### config.mk
export PLATFORM = sky130hd
export DESIGN_NAME = ex_stage
export DESIGN_NICKNAME = d
export VERILOG_FILES = /design/src/mips_ex_pkg.sv /design/src/alu_decoder.sv /design/src/alu.sv /design/src/muldiv_unit.sv /design/src/ex_stage.sv
export VERILOG_INCLUDE_DIRS = /design/src
export SDC_FILE = /design/constraint.sdc
export NUM_CORES = 2
export LEC_CHECK = 0
export ABC_AREA = 1
export BUFFER_PORTS_ARGS = -buffer_cell sky130_fd_sc_hd__buf_2
export CAP_MARGIN = 20
export CORE_ASPECT_RATIO = 2
export CORE_MARGIN = 2
export CORE_UTILIZATION = 59
export CTS_BUF_LIST = sky130_fd_sc_hd__clkbuf_16
export CTS_CLUSTER_DIAMETER = 150
export CTS_CLUSTER_SIZE = 16
export DETAILED_ROUTE_END_ITERATION = 12
export GPL_ROUTABILITY_DRIVEN = 0
export PLACE_DENSITY = 0.79
export SYNTH_ARGS = -nofsm -noshare
export SYNTH_HDL_FRONTEND = slang
export SYNTH_SLANG_ARGS = --single-unit
### constraint.sdc
create_clock -name clk -period 8.9 [get_ports clk]
set_input_delay 1.78 -clock clk [delete_from_list [all_inputs] [get_ports clk]]
set_output_delay 1.78 -clock clk [all_outputs]
set_load 0.01 [all_outputs]
### src/mips_ex_cfg.svh
`ifndef MIPS_EX_CFG_SVH
`define MIPS_EX_CFG_SVH

// Datapath width of the execute stage
`define EX_DATA_W 32

// Shift amount field, enough to cover every bit of a word
`define EX_SHAMT_W 5

// One shift-add or restoring-subtract step per bit of the word
`define EX_MD_ITER `EX_DATA_W

`endif

### src/mips_ex_pkg.sv
`include "mips_ex_cfg.svh"

package mips_ex_pkg;

	typedef logic [`EX_DATA_W-1:0] word_t; // Register sized operand or result
	typedef logic [`EX_SHAMT_W-1:0] shamt_t; // Shift amount field
	typedef logic [5:0] opcode_t; // Bits 31..26 of the instruction
	typedef logic [5:0] funct_t; // Bits 5..0 of an R-type instruction
	typedef logic [15:0] imm_t; // Bits 15..0 of an I-type instruction

	// Four-bit ALU control codes as used by the datapath
	typedef enum logic [3:0]
	{
		ADD = 4'b0000, // ADD, ADDU, ADDI
		SUB = 4'b0100, // SUB, BEQ, BNE
		AND = 4'b1000, // AND, ANDI
		OR = 4'b1010, // OR, ORI
		NOR = 4'b1100, // Inverted OR
		SLT = 4'b0101, // Signed compare for SLT and SLTI
		SLL = 4'b0010, // Logical left shift
		SRL = 4'b0011, // Logical right shift
		MUL = 4'b1001, // Low word of the product
		MFHI = 4'b1110, // Read Hi
		MFLO = 4'b0111, // Read Lo
		NOP = 4'b1111 // Zero result
	} alu_op_t;

	// Multiply/divide sequencer
	typedef enum logic [1:0]
	{
		IDLE = 2'd0, // Waiting for a start strobe
		MULT = 2'd1, // Shift-add steps
		DIV = 2'd2, // Restoring subtract steps
		DONE = 2'd3 // Sign fix and Hi/Lo write
	} md_state_t;

endpackage

### src/alu_decoder.sv
`timescale 1ns/1ps
`include "mips_ex_cfg.svh"

module alu_decoder (
	input  logic                 in_valid,
	input  mips_ex_pkg::opcode_t opcode,
	input  mips_ex_pkg::funct_t  funct,
	input  mips_ex_pkg::imm_t    imm,
	input  mips_ex_pkg::word_t   rt_value,
	input  logic                 md_ready,
	output logic                 alu_issue,
	output mips_ex_pkg::alu_op_t alu_op,
	output mips_ex_pkg::word_t   operand_b,
	output logic                 is_branch,
	output logic                 branch_ne,
	output logic                 decode_illegal,
	output logic                 md_start_mult,
	output logic                 md_start_div
);
	localparam int IMM_W = $bits(mips_ex_pkg::imm_t);

	localparam mips_ex_pkg::opcode_t OPC_SPECIAL = 6'h00; // R-type
	localparam mips_ex_pkg::opcode_t OPC_SPECIAL2 = 6'h1c; // Holds MUL
	localparam mips_ex_pkg::opcode_t OPC_BEQ = 6'h04;
	localparam mips_ex_pkg::opcode_t OPC_BNE = 6'h05;
	localparam mips_ex_pkg::opcode_t OPC_ADDI = 6'h08;
	localparam mips_ex_pkg::opcode_t OPC_SLTI = 6'h0a;
	localparam mips_ex_pkg::opcode_t OPC_ANDI = 6'h0c;
	localparam mips_ex_pkg::opcode_t OPC_ORI = 6'h0d;

	localparam mips_ex_pkg::funct_t FN_SLL = 6'h00;
	localparam mips_ex_pkg::funct_t FN_SRL = 6'h02;
	localparam mips_ex_pkg::funct_t FN_MFHI = 6'h10;
	localparam mips_ex_pkg::funct_t FN_MFLO = 6'h12;
	localparam mips_ex_pkg::funct_t FN_MULT = 6'h18;
	localparam mips_ex_pkg::funct_t FN_DIV = 6'h1a;
	localparam mips_ex_pkg::funct_t FN_ADD = 6'h20;
	localparam mips_ex_pkg::funct_t FN_ADDU = 6'h21;
	localparam mips_ex_pkg::funct_t FN_SUB = 6'h22;
	localparam mips_ex_pkg::funct_t FN_AND = 6'h24;
	localparam mips_ex_pkg::funct_t FN_OR = 6'h25;
	localparam mips_ex_pkg::funct_t FN_NOR = 6'h27;
	localparam mips_ex_pkg::funct_t FN_SLT = 6'h2a;
	localparam mips_ex_pkg::funct_t FN_MUL = 6'h02; // Under SPECIAL2

	logic accept; // Handshake completes this cycle
	logic is_mult; // Goes to the sequencer instead of the ALU
	logic is_div;
	logic sext_imm; // ADDI, SLTI, branches
	logic zext_imm; // ANDI, ORI
	mips_ex_pkg::word_t imm_sext;
	mips_ex_pkg::word_t imm_zext;

	assign accept = in_valid && md_ready; // Nothing enters while a MULT/DIV runs
	assign imm_sext = {{(`EX_DATA_W-IMM_W){imm[IMM_W-1]}}, imm};
	assign imm_zext = {{(`EX_DATA_W-IMM_W){1'b0}}, imm};

	always_comb
	begin
		alu_op = mips_ex_pkg::NOP; // Unknown encodings fall through to NOP
		is_mult = 1'b0;
		is_div = 1'b0;
		is_branch = 1'b0;
		branch_ne = 1'b0;
		sext_imm = 1'b0;
		zext_imm = 1'b0;
		decode_illegal = 1'b0;
		case (opcode)
			OPC_SPECIAL:
			begin
				case (funct)
					FN_ADD, FN_ADDU: alu_op = mips_ex_pkg::ADD; // No overflow trap
					FN_SUB: alu_op = mips_ex_pkg::SUB;
					FN_AND: alu_op = mips_ex_pkg::AND;
					FN_OR: alu_op = mips_ex_pkg::OR;
					FN_NOR: alu_op = mips_ex_pkg::NOR;
					FN_SLT: alu_op = mips_ex_pkg::SLT;
					FN_SLL: alu_op = mips_ex_pkg::SLL;
					FN_SRL: alu_op = mips_ex_pkg::SRL;
					FN_MFHI: alu_op = mips_ex_pkg::MFHI;
					FN_MFLO: alu_op = mips_ex_pkg::MFLO;
					FN_MULT: is_mult = 1'b1; // ALU op stays NOP
					FN_DIV: is_div = 1'b1;
					default: decode_illegal = 1'b1;
				endcase
			end
			OPC_SPECIAL2:
			begin
				if (funct == FN_MUL)
					alu_op = mips_ex_pkg::MUL;
				else
					decode_illegal = 1'b1;
			end
			OPC_ADDI:
			begin
				alu_op = mips_ex_pkg::ADD;
				sext_imm = 1'b1;
			end
			OPC_SLTI:
			begin
				alu_op = mips_ex_pkg::SLT;
				sext_imm = 1'b1;
			end
			OPC_ANDI:
			begin
				alu_op = mips_ex_pkg::AND;
				zext_imm = 1'b1;
			end
			OPC_ORI:
			begin
				alu_op = mips_ex_pkg::OR;
				zext_imm = 1'b1;
			end
			OPC_BEQ, OPC_BNE:
			begin
				alu_op = mips_ex_pkg::SUB; // Difference feeds the zero test
				is_branch = 1'b1;
				branch_ne = (opcode == OPC_BNE);
				sext_imm = 1'b1; // Offset field extended like ADDI
			end
			default: decode_illegal = 1'b1;
		endcase
	end

	// Second operand source
	assign operand_b = sext_imm ? imm_sext : (zext_imm ? imm_zext : rt_value);

	assign alu_issue = accept && !is_mult && !is_div; // Illegal ones issue as NOP
	assign md_start_mult = accept && is_mult;
	assign md_start_div = accept && is_div;

endmodule

### src/alu.sv
`timescale 1ns/1ps
`include "mips_ex_cfg.svh"

module alu (
	input  logic                 clk,
	input  logic                 reset,
	input  logic                 alu_issue,
	input  mips_ex_pkg::alu_op_t alu_op,
	input  mips_ex_pkg::word_t   operand_a,
	input  mips_ex_pkg::word_t   operand_b,
	input  mips_ex_pkg::shamt_t  shamt,
	input  logic                 is_branch,
	input  logic                 branch_ne,
	input  logic                 decode_illegal,
	input  mips_ex_pkg::word_t   hi,
	input  mips_ex_pkg::word_t   lo,
	output logic                 out_valid,
	output mips_ex_pkg::word_t   result,
	output logic                 branch,
	output logic                 branch_taken,
	output logic                 illegal
);
	mips_ex_pkg::word_t alu_sum;
	mips_ex_pkg::word_t alu_diff; // Also the branch compare
	mips_ex_pkg::word_t alu_prod; // Low word only
	mips_ex_pkg::word_t alu_value; // Next result
	logic less_than;
	logic cond_met; // Branch condition before issue gating

	assign alu_sum = operand_a + operand_b;
	assign alu_diff = operand_a - operand_b;
	assign alu_prod = operand_a * operand_b; // Low word equal for signed and unsigned
	assign less_than = $signed(operand_a) < $signed(operand_b);
	assign cond_met = (alu_diff == '0) ^ branch_ne; // BEQ on zero, BNE on nonzero

	always_comb
	begin
		case (alu_op)
			mips_ex_pkg::ADD: alu_value = alu_sum;
			mips_ex_pkg::SUB: alu_value = alu_diff;
			mips_ex_pkg::AND: alu_value = operand_a & operand_b;
			mips_ex_pkg::OR: alu_value = operand_a | operand_b;
			mips_ex_pkg::NOR: alu_value = ~(operand_a | operand_b);
			mips_ex_pkg::SLT: alu_value = {{(`EX_DATA_W-1){1'b0}}, less_than};
			mips_ex_pkg::SLL: alu_value = operand_b << shamt; // rt is the shifted value
			mips_ex_pkg::SRL: alu_value = operand_b >> shamt; // Zero fill
			mips_ex_pkg::MUL: alu_value = alu_prod;
			mips_ex_pkg::MFHI: alu_value = hi;
			mips_ex_pkg::MFLO: alu_value = lo;
			default: alu_value = '0; // NOP and illegal
		endcase
	end

	always_ff @(posedge clk)
	begin
		if (reset)
		begin
			out_valid <= 1'b0;
			branch <= 1'b0;
			branch_taken <= 1'b0;
			illegal <= 1'b0;
		end
		else
		begin
			out_valid <= alu_issue; // One result per issue a cycle later
			branch <= alu_issue && is_branch;
			branch_taken <= alu_issue && is_branch && cond_met;
			illegal <= alu_issue && decode_illegal;
		end
	end

	// Result holds between issues
	always_ff @(posedge clk)
	begin
		if (alu_issue)
			result <= alu_value;
	end

	a_illegal_is_nop: assert property (
		@(posedge clk) disable iff (reset)
		(alu_issue && decode_illegal) |-> (alu_op == mips_ex_pkg::NOP)
	) else $error("Illegal instruction issued with an ALU operation other than NOP");

endmodule

### src/muldiv_unit.sv
`timescale 1ns/1ps
`include "mips_ex_cfg.svh"

module muldiv_unit (
	input  logic               clk,
	input  logic               reset,
	input  logic               md_start_mult,
	input  logic               md_start_div,
	input  mips_ex_pkg::word_t rs_value,
	input  mips_ex_pkg::word_t rt_value,
	output logic               md_ready,
	output mips_ex_pkg::word_t hi,
	output mips_ex_pkg::word_t lo
);
	localparam int W = `EX_DATA_W;
	localparam int CNT_W = $clog2(`EX_MD_ITER);

	mips_ex_pkg::md_state_t state;
	logic [CNT_W-1:0] step_cnt; // Steps left minus one
	logic [2*W-1:0] acc; // Mult {partial, multiplier}, div {remainder, quotient}
	mips_ex_pkg::word_t mag_b; // Multiplicand or divisor magnitude
	logic sign_a; // rs was negative
	logic sign_b; // rt was negative
	logic div_by_zero;
	logic op_div; // Selects the DONE write-back
	mips_ex_pkg::word_t mag_rs;
	mips_ex_pkg::word_t mag_rt;
	logic [W:0] add_step; // Upper half plus multiplicand, with carry
	logic [W:0] rem_shift; // Remainder with next dividend bit in
	logic [W:0] rem_trial; // Sign bit says restore
	logic [2*W-1:0] prod_signed;
	mips_ex_pkg::word_t quo_signed;
	mips_ex_pkg::word_t rem_signed;

	assign md_ready = (state == mips_ex_pkg::IDLE);

	assign mag_rs = rs_value[W-1] ? -rs_value : rs_value; // Most negative maps to itself
	assign mag_rt = rt_value[W-1] ? -rt_value : rt_value;

	// One shift-add step
	assign add_step = {1'b0, acc[2*W-1:W]} + (acc[0] ? {1'b0, mag_b} : {(W+1){1'b0}});

	// One restoring-subtract step
	assign rem_shift = {acc[2*W-1:W], acc[W-1]};
	assign rem_trial = rem_shift - {1'b0, mag_b};

	// Sign correction applied in DONE
	assign prod_signed = (sign_a ^ sign_b) ? -acc : acc;
	assign quo_signed = div_by_zero ? '1 : ((sign_a ^ sign_b) ? -acc[W-1:0] : acc[W-1:0]);
	assign rem_signed = sign_a ? -acc[2*W-1:W] : acc[2*W-1:W]; // Follows the dividend

	always_ff @(posedge clk)
	begin
		if (reset)
		begin
			state <= mips_ex_pkg::IDLE;
			step_cnt <= '0;
			hi <= '0;
			lo <= '0;
		end
		else
		begin
			case (state)
				mips_ex_pkg::IDLE:
				begin
					if (md_start_mult)
					begin
						state <= mips_ex_pkg::MULT;
						step_cnt <= CNT_W'(`EX_MD_ITER - 1);
					end
					else if (md_start_div)
					begin
						state <= mips_ex_pkg::DIV;
						step_cnt <= CNT_W'(`EX_MD_ITER - 1);
					end
				end
				mips_ex_pkg::MULT, mips_ex_pkg::DIV:
				begin
					if (step_cnt == '0)
						state <= mips_ex_pkg::DONE; // Last step happens on this edge
					else
						step_cnt <= step_cnt - 1'b1;
				end
				mips_ex_pkg::DONE:
				begin
					if (op_div)
					begin
						hi <= rem_signed;
						lo <= quo_signed;
					end
					else
					begin
						hi <= prod_signed[2*W-1:W];
						lo <= prod_signed[W-1:0];
					end
					state <= mips_ex_pkg::IDLE; // Ready again, Hi/Lo valid
				end
				default: state <= mips_ex_pkg::IDLE;
			endcase
		end
	end

	// Datapath registers
	always_ff @(posedge clk)
	begin
		case (state)
			mips_ex_pkg::IDLE:
			begin
				if (md_start_mult || md_start_div)
				begin
					acc <= {{W{1'b0}}, mag_rs}; // Multiplier or dividend in the low half
					mag_b <= mag_rt;
					sign_a <= rs_value[W-1];
					sign_b <= rt_value[W-1];
					div_by_zero <= (rt_value == '0);
					op_div <= md_start_div;
				end
			end
			mips_ex_pkg::MULT: acc <= {add_step, acc[W-1:1]}; // Shift product right
			mips_ex_pkg::DIV:
			begin
				if (!rem_trial[W])
					acc <= {rem_trial[W-1:0], acc[W-2:0], 1'b1}; // Subtract fits
				else
					acc <= {rem_shift[W-1:0], acc[W-2:0], 1'b0}; // Restore
			end
			default: ;
		endcase
	end

	a_start_when_idle: assert property (
		@(posedge clk) disable iff (reset)
		(md_start_mult || md_start_div) |-> (state == mips_ex_pkg::IDLE)
	) else $error("Multiply/divide start while the sequencer is busy");

endmodule

### src/ex_stage.sv
`timescale 1ns/1ps
`include "mips_ex_cfg.svh"

module ex_stage (
	input  logic                 clk,
	input  logic                 reset,
	input  logic                 in_valid,
	input  mips_ex_pkg::opcode_t opcode,
	input  mips_ex_pkg::funct_t  funct,
	input  mips_ex_pkg::shamt_t  shamt,
	input  mips_ex_pkg::imm_t    imm,
	input  mips_ex_pkg::word_t   rs_value,
	input  mips_ex_pkg::word_t   rt_value,
	output logic                 in_ready,
	output logic                 out_valid,
	output mips_ex_pkg::word_t   result,
	output logic                 branch,
	output logic                 branch_taken,
	output logic                 illegal
);
	logic md_ready; // Low while MULT/DIV runs
	mips_ex_pkg::word_t hi;
	mips_ex_pkg::word_t lo;
	logic alu_issue;
	mips_ex_pkg::alu_op_t alu_op;
	mips_ex_pkg::word_t operand_b; // rt or extended immediate
	logic is_branch;
	logic branch_ne;
	logic decode_illegal;
	logic md_start_mult;
	logic md_start_div;

	assign in_ready = md_ready; // Stall only on the sequencer

	alu_decoder alu_decoder_inst (
		.in_valid       (in_valid),
		.opcode         (opcode),
		.funct          (funct),
		.imm            (imm),
		.rt_value       (rt_value),
		.md_ready       (md_ready),
		.alu_issue      (alu_issue),
		.alu_op         (alu_op),
		.operand_b      (operand_b),
		.is_branch      (is_branch),
		.branch_ne      (branch_ne),
		.decode_illegal (decode_illegal),
		.md_start_mult  (md_start_mult),
		.md_start_div   (md_start_div)
	);

	alu alu_inst (
		.clk            (clk),
		.reset          (reset),
		.alu_issue      (alu_issue),
		.alu_op         (alu_op),
		.operand_a      (rs_value),
		.operand_b      (operand_b),
		.shamt          (shamt),
		.is_branch      (is_branch),
		.branch_ne      (branch_ne),
		.decode_illegal (decode_illegal),
		.hi             (hi),
		.lo             (lo),
		.out_valid      (out_valid),
		.result         (result),
		.branch         (branch),
		.branch_taken   (branch_taken),
		.illegal        (illegal)
	);

	muldiv_unit muldiv_unit_inst (
		.clk           (clk),
		.reset         (reset),
		.md_start_mult (md_start_mult),
		.md_start_div  (md_start_div),
		.rs_value      (rs_value),
		.rt_value      (rt_value),
		.md_ready      (md_ready),
		.hi            (hi),
		.lo            (lo)
	);

endmodule

==> impl_metrics.env, run 1 <==
export IMPL_postCtsHoldBufs=0
export IMPL_synth_cells=5716
export IMPL_dpl_instance_area_sq_um=43900
export IMPL_netlist_cell_type_count=77
export IMPL_clock_path_buffers=3
export IMPL_root_buffer="clkbuf_16"
export IMPL_grt_pass1_wl_mm=339
export IMPL_grt_pass1_vias=49349
export IMPL_ios=137
export IMPL_ys_flop_type="edfxtp_1"
export IMPL_portBuffers=136
export IMPL_run_status="aborted with a tool error"
export IMPL_netlist_top_cells_count="nand2_1, inv_1, nor2_1, fa_1, o21ai_0"
export IMPL_die_h_microns=371
export IMPL_synth_top_area_share_pct=20.7
export IMPL_syn_nets=6524
export IMPL_row_count=134
export IMPL_synth_most_common_cell="nand2_1"
export IMPL_synthArstFlopShare_pct=0
export IMPL_grtUsageTotal_pct=65.4
export IMPL_synth_area_top_cells="fa_1, nand2_1, edfxtp_1"
export IMPL_grt_max_degree=70
export IMPL_cts_htree_levels=1
export IMPL_synth_seq_cells=207
export IMPL_placed_cells=6863
export IMPL_dp_hpwl_mm=149
export IMPL_stop_error="[ERROR GRT-0116] Global routing finished with congestion. Check the congestion regions in the DRC Viewer."
export IMPL_yosys_warnings=0
export IMPL_clkSinkCount=207
export IMPL_overflow=347
export IMPL_yosysTopAreaCell="fa_1"
export IMPL_pre_cts_ws_ps=-975
export IMPL_lastStage="global routing (5_1_grt)"
export IMPL_cts_buffers=16
export IMPL_die_x_microns=188
export IMPL_syn_area_sq_um=39800
export IMPL_syn_avg_cell_area_sq_um=6.97
export IMPL_synth_edf_count=132
export IMPL_start_util_pct=59.7
export IMPL_yosysSeqAreaShare_pct=13.7
-- per-stage QoR --
step | hold WS (ps) | utilization, %
2_1_floorplan | 449 | -
3_3_place_gp | 461 | 65.8
3_5_place_dp | 470 | 65.8
4_1_cts | 482 | 67.3
-- cell families after synthesis --
group                    after synthesis  share of synthesized area, %
AO/OA/AOI/OAI                       1127                          16.8
XOR/XNOR                             155                          3.49
adder cells (fa/ha/maj)              708                          30.0
buffers and inverters               1286                          12.5
flip-flops                           207                          13.7
multiplexers                           8                         0.201
AND/OR/NAND/NOR                     2225                          23.4
-- what timing repair did --
item | 4_1_cts
gates cloned | 2
endpoints found under the setup margin | 14
setup buffers | 18
pin swaps | 63
resized for setup | 82
-- routing by layer --
metal,GRT usage (%),overflow
met5,15.6,0
met4,69.3,149
met3,45.9,7
met2,87.2,186
met1,62.0,5
==> run 2: changes to the inputs <==
--- a/config.mk
+++ b/config.mk
@@ -9,15 +9,11 @@
 export ABC_AREA = 1
 export BUFFER_PORTS_ARGS = -buffer_cell sky130_fd_sc_hd__buf_2
 export CAP_MARGIN = 20
-export CORE_ASPECT_RATIO = 2
 export CORE_MARGIN = 2
-export CORE_UTILIZATION = 59
-export CTS_BUF_LIST = sky130_fd_sc_hd__clkbuf_16
-export CTS_CLUSTER_DIAMETER = 150
-export CTS_CLUSTER_SIZE = 16
+export CORE_UTILIZATION = 40
 export DETAILED_ROUTE_END_ITERATION = 12
 export GPL_ROUTABILITY_DRIVEN = 0
-export PLACE_DENSITY = 0.79
+export PLACE_DENSITY_LB_ADDON = 0.15
 export SYNTH_ARGS = -nofsm -noshare
 export SYNTH_HDL_FRONTEND = slang
 export SYNTH_SLANG_ARGS = --single-unit
==> constraint.sdc (replaced) <==
create_clock -name clk -period 11.6 [get_ports clk]
set_input_delay 2.32 -clock clk [delete_from_list [all_inputs] [get_ports clk]]
set_output_delay 2.32 -clock clk [all_outputs]
set_load 0.01 [all_outputs]
==> run 2 against run 1 <==
  * The run now ends clean
  * Area after synthesis is the same
  * Synthesized cell count unchanged
==> impl_metrics.env, run 2 <==
export IMPL_clkSinkCount=207
export IMPL_area_delta_synth_final_pct=7.12
export IMPL_drt_iter0_drc=4916
export IMPL_ios=137
export IMPL_first_pass_iters=8
export IMPL_fillers=10411
export IMPL_slew_headroom_pct=28.2
export IMPL_path_clk_slew_ps=60
export IMPL_worstHoldPathCells=2
export IMPL_holdCritPathClass="reg -> reg"
export IMPL_cts_resized_gates=0
export IMPL_grt_pass1_wl_mm=262
export IMPL_rrSetupSlack_ps=7060
export IMPL_hold_ws_ps=479
export IMPL_drc=0
export IMPL_synth_edf_count=132
export IMPL_ant_nets=0
export IMPL_crit_type="in -> reg"
export IMPL_setup_viol=0
export IMPL_multi_input_area_sq_um=29400
export IMPL_seqCellArea_sq_um=5470
export IMPL_wl_mm=180
export IMPL_yosys_warnings=0
export IMPL_overflow=0
export IMPL_critPathArrivalTime_ps=10820
export IMPL_clock_skew_ps=14.8
export IMPL_synthSimpleGateAreaFrac_pct=23.4
export IMPL_grtUsageTotal_pct=34.6
export IMPL_num_vias=40848
export IMPL_synth_top_area_share_pct=20.7
export IMPL_crit_path_frequent_cell="inv_1"
export IMPL_antenna_found_initial=12
export IMPL_rr_worst_depth=21
export IMPL_cts_tree="built"
export IMPL_netlist_top_cells_count="nand2_1, inv_1, nor2_1, fa_1, o21ai_0"
export IMPL_synthArstFlopShare_pct=0
export IMPL_postCtsHoldBufs=0
export IMPL_cts_htree_levels=1
export IMPL_run_status="finished clean"
export IMPL_synth_compound_area_share_pct=16.8
export IMPL_r2r_start="muldiv_unit_inst.acc[0]"
export IMPL_synth_xor_area_share_pct=3.49
export IMPL_die_x_microns=319
export IMPL_drv_cap=0
export IMPL_die_h_microns=319
export IMPL_worst_r2r_endpoint="muldiv_unit_inst.acc[63]"
export IMPL_portBuffers=136
export IMPL_yosysSeqAreaShare_pct=13.7
export IMPL_core_sq_um=98600
export IMPL_cts_buffers=25
export IMPL_wl_per_cell_microns=25.6
export IMPL_placed_cells=6971
export IMPL_synth_most_common_cell="nand2_1"
export IMPL_cp_startpoint="opcode[2]"
export IMPL_muxShareOfSynthArea_pct=0.201
export IMPL_cp_end_kind="flip-flop"
export IMPL_rsz0062_at_grt="false"
export IMPL_grt_pass1_vias=39035
export IMPL_synth_fa_ha_area_share_pct=30.0
export IMPL_crit_slowest_cell="o21ai_0"
export IMPL_dieArea_sq_um=102000
export IMPL_yosysTopAreaCell="fa_1"
export IMPL_start_util_pct=40.4
export IMPL_netlist_cell_type_count=77
export IMPL_fmax_mhz=94.4
export IMPL_mostFrequentLayoutCell="nand2_1"
export IMPL_synth_cells=5716
export IMPL_final_period_utilization_pct=91.4
export IMPL_finalHoldViolCount=0
export IMPL_fin_crit_ps=10600
export IMPL_whs_endpoint="muldiv_unit_inst.lo[18]"
export IMPL_layout_drive_gt1_share_pct=7.29
export IMPL_ys_flop_type="edfxtp_1"
export IMPL_syn_avg_cell_area_sq_um=6.97
export IMPL_cts_repair_timing_setup_buffer_count=0
export IMPL_finalNonFillerCells=7024
export IMPL_slew_viol_final=0
export IMPL_fin_nets=6523
export IMPL_dp_hpwl_mm=143
export IMPL_fin_tns_setup_ps=0
export IMPL_syn_nets=6524
export IMPL_mostFrequentLayoutCells="nand2_1, inv_1, nor2_1"
export IMPL_grt_max_degree=70
export IMPL_row_count=115
export IMPL_post_route_util_pct=43.3
export IMPL_start_kind="primary input"
export IMPL_synth_top_family_by_area="adder cells"
export IMPL_clock_path_buffers=3
export IMPL_root_buffer="clkbuf_16"
export IMPL_synth_area_top_cells="fa_1, nand2_1, edfxtp_1"
export IMPL_viasPerCell=5.82
export IMPL_required_ps=11820
export IMPL_synth_seq_cells=207
export IMPL_worstMarginPinSlew_ps=1070
export IMPL_syn_area_sq_um=39800
export IMPL_max_stage_delay_ps=690
export IMPL_min_from="muldiv_unit_inst.lo[18]"
export IMPL_regMostFlops="muldiv_unit_inst.acc"
export IMPL_clock_latency_ps=560
export IMPL_crit_fanout=26
export IMPL_largest_reg_flops=64
==> run 2: cell counts after synthesis <==
No cell type changed its count.
==> run 2: logic make-up (layout without fill, tap and decap cells) <==
logic type      Yosys count  count (layout)
fa+ha+maj               708             708
simple gates           2225            2225
mux                       8               8
buf+inv                1286            1302
other cells               0               5
compound gates         1127            1127
flops                   207             207
xor+xnor                155             155
==> run 2: how the worst max path moves through the flow <==
stage	end	slack [ps]
CTS	alu_inst.result[25]	1220
floorplan	alu_inst.result[29]	1880
detailed placement	alu_inst.result[25]	640
global placement	alu_inst.result[21]	690
finish	alu_inst.result[21]	1000
global route	alu_inst.result[21]	770
==> run 2: per-layer routing <==
metal / vias to the layer above / part of all wire [%] / GRT usage (%) / wire (microns)
met3: 614 / 10 / 6.84 / 18800
met1: 19458 / 39 / 44.7 / 69900
met5: - / 0.046 / 0 / 83
li1: 18380 / - / - / -
met4: 14 / 8.5 / 23.8 / 15200
met2: 2382 / 42 / 52.4 / 75700
==> run 2: final cells by class <==
class,instances,share of cell area [%]
diodes,5,0.0293
repair buffers,238,3.43
well taps,1287,3.78
flip-flops and latches,207,12.8
multi-input cells,4223,69.0
clock inverters,13,0.367
inverters,1020,9.00
clock buffers,31,1.60
==> run 2: stage by stage <==
stage               setup WS (ps)  cell area [sq um]
global placement              686              41800
floorplan                    1880              39800
finish                       1000              42600
global route                  770              42600
detailed placement            640              41800
CTS                          1220              42600
==> run 2: critical path, delay by kind of cell <==
family                   cells  cell delay [ps]
AO/OA/AOI/OAI                7             2050
buffers and inverters       12             1270
adder cells (fa/ha/maj)     10             4450
AND/OR/NAND/NOR              6              690
Power of run 2 is not shown: default switching activity piles up to over one toggle a cycle in this logic, so the estimate is an artifact.
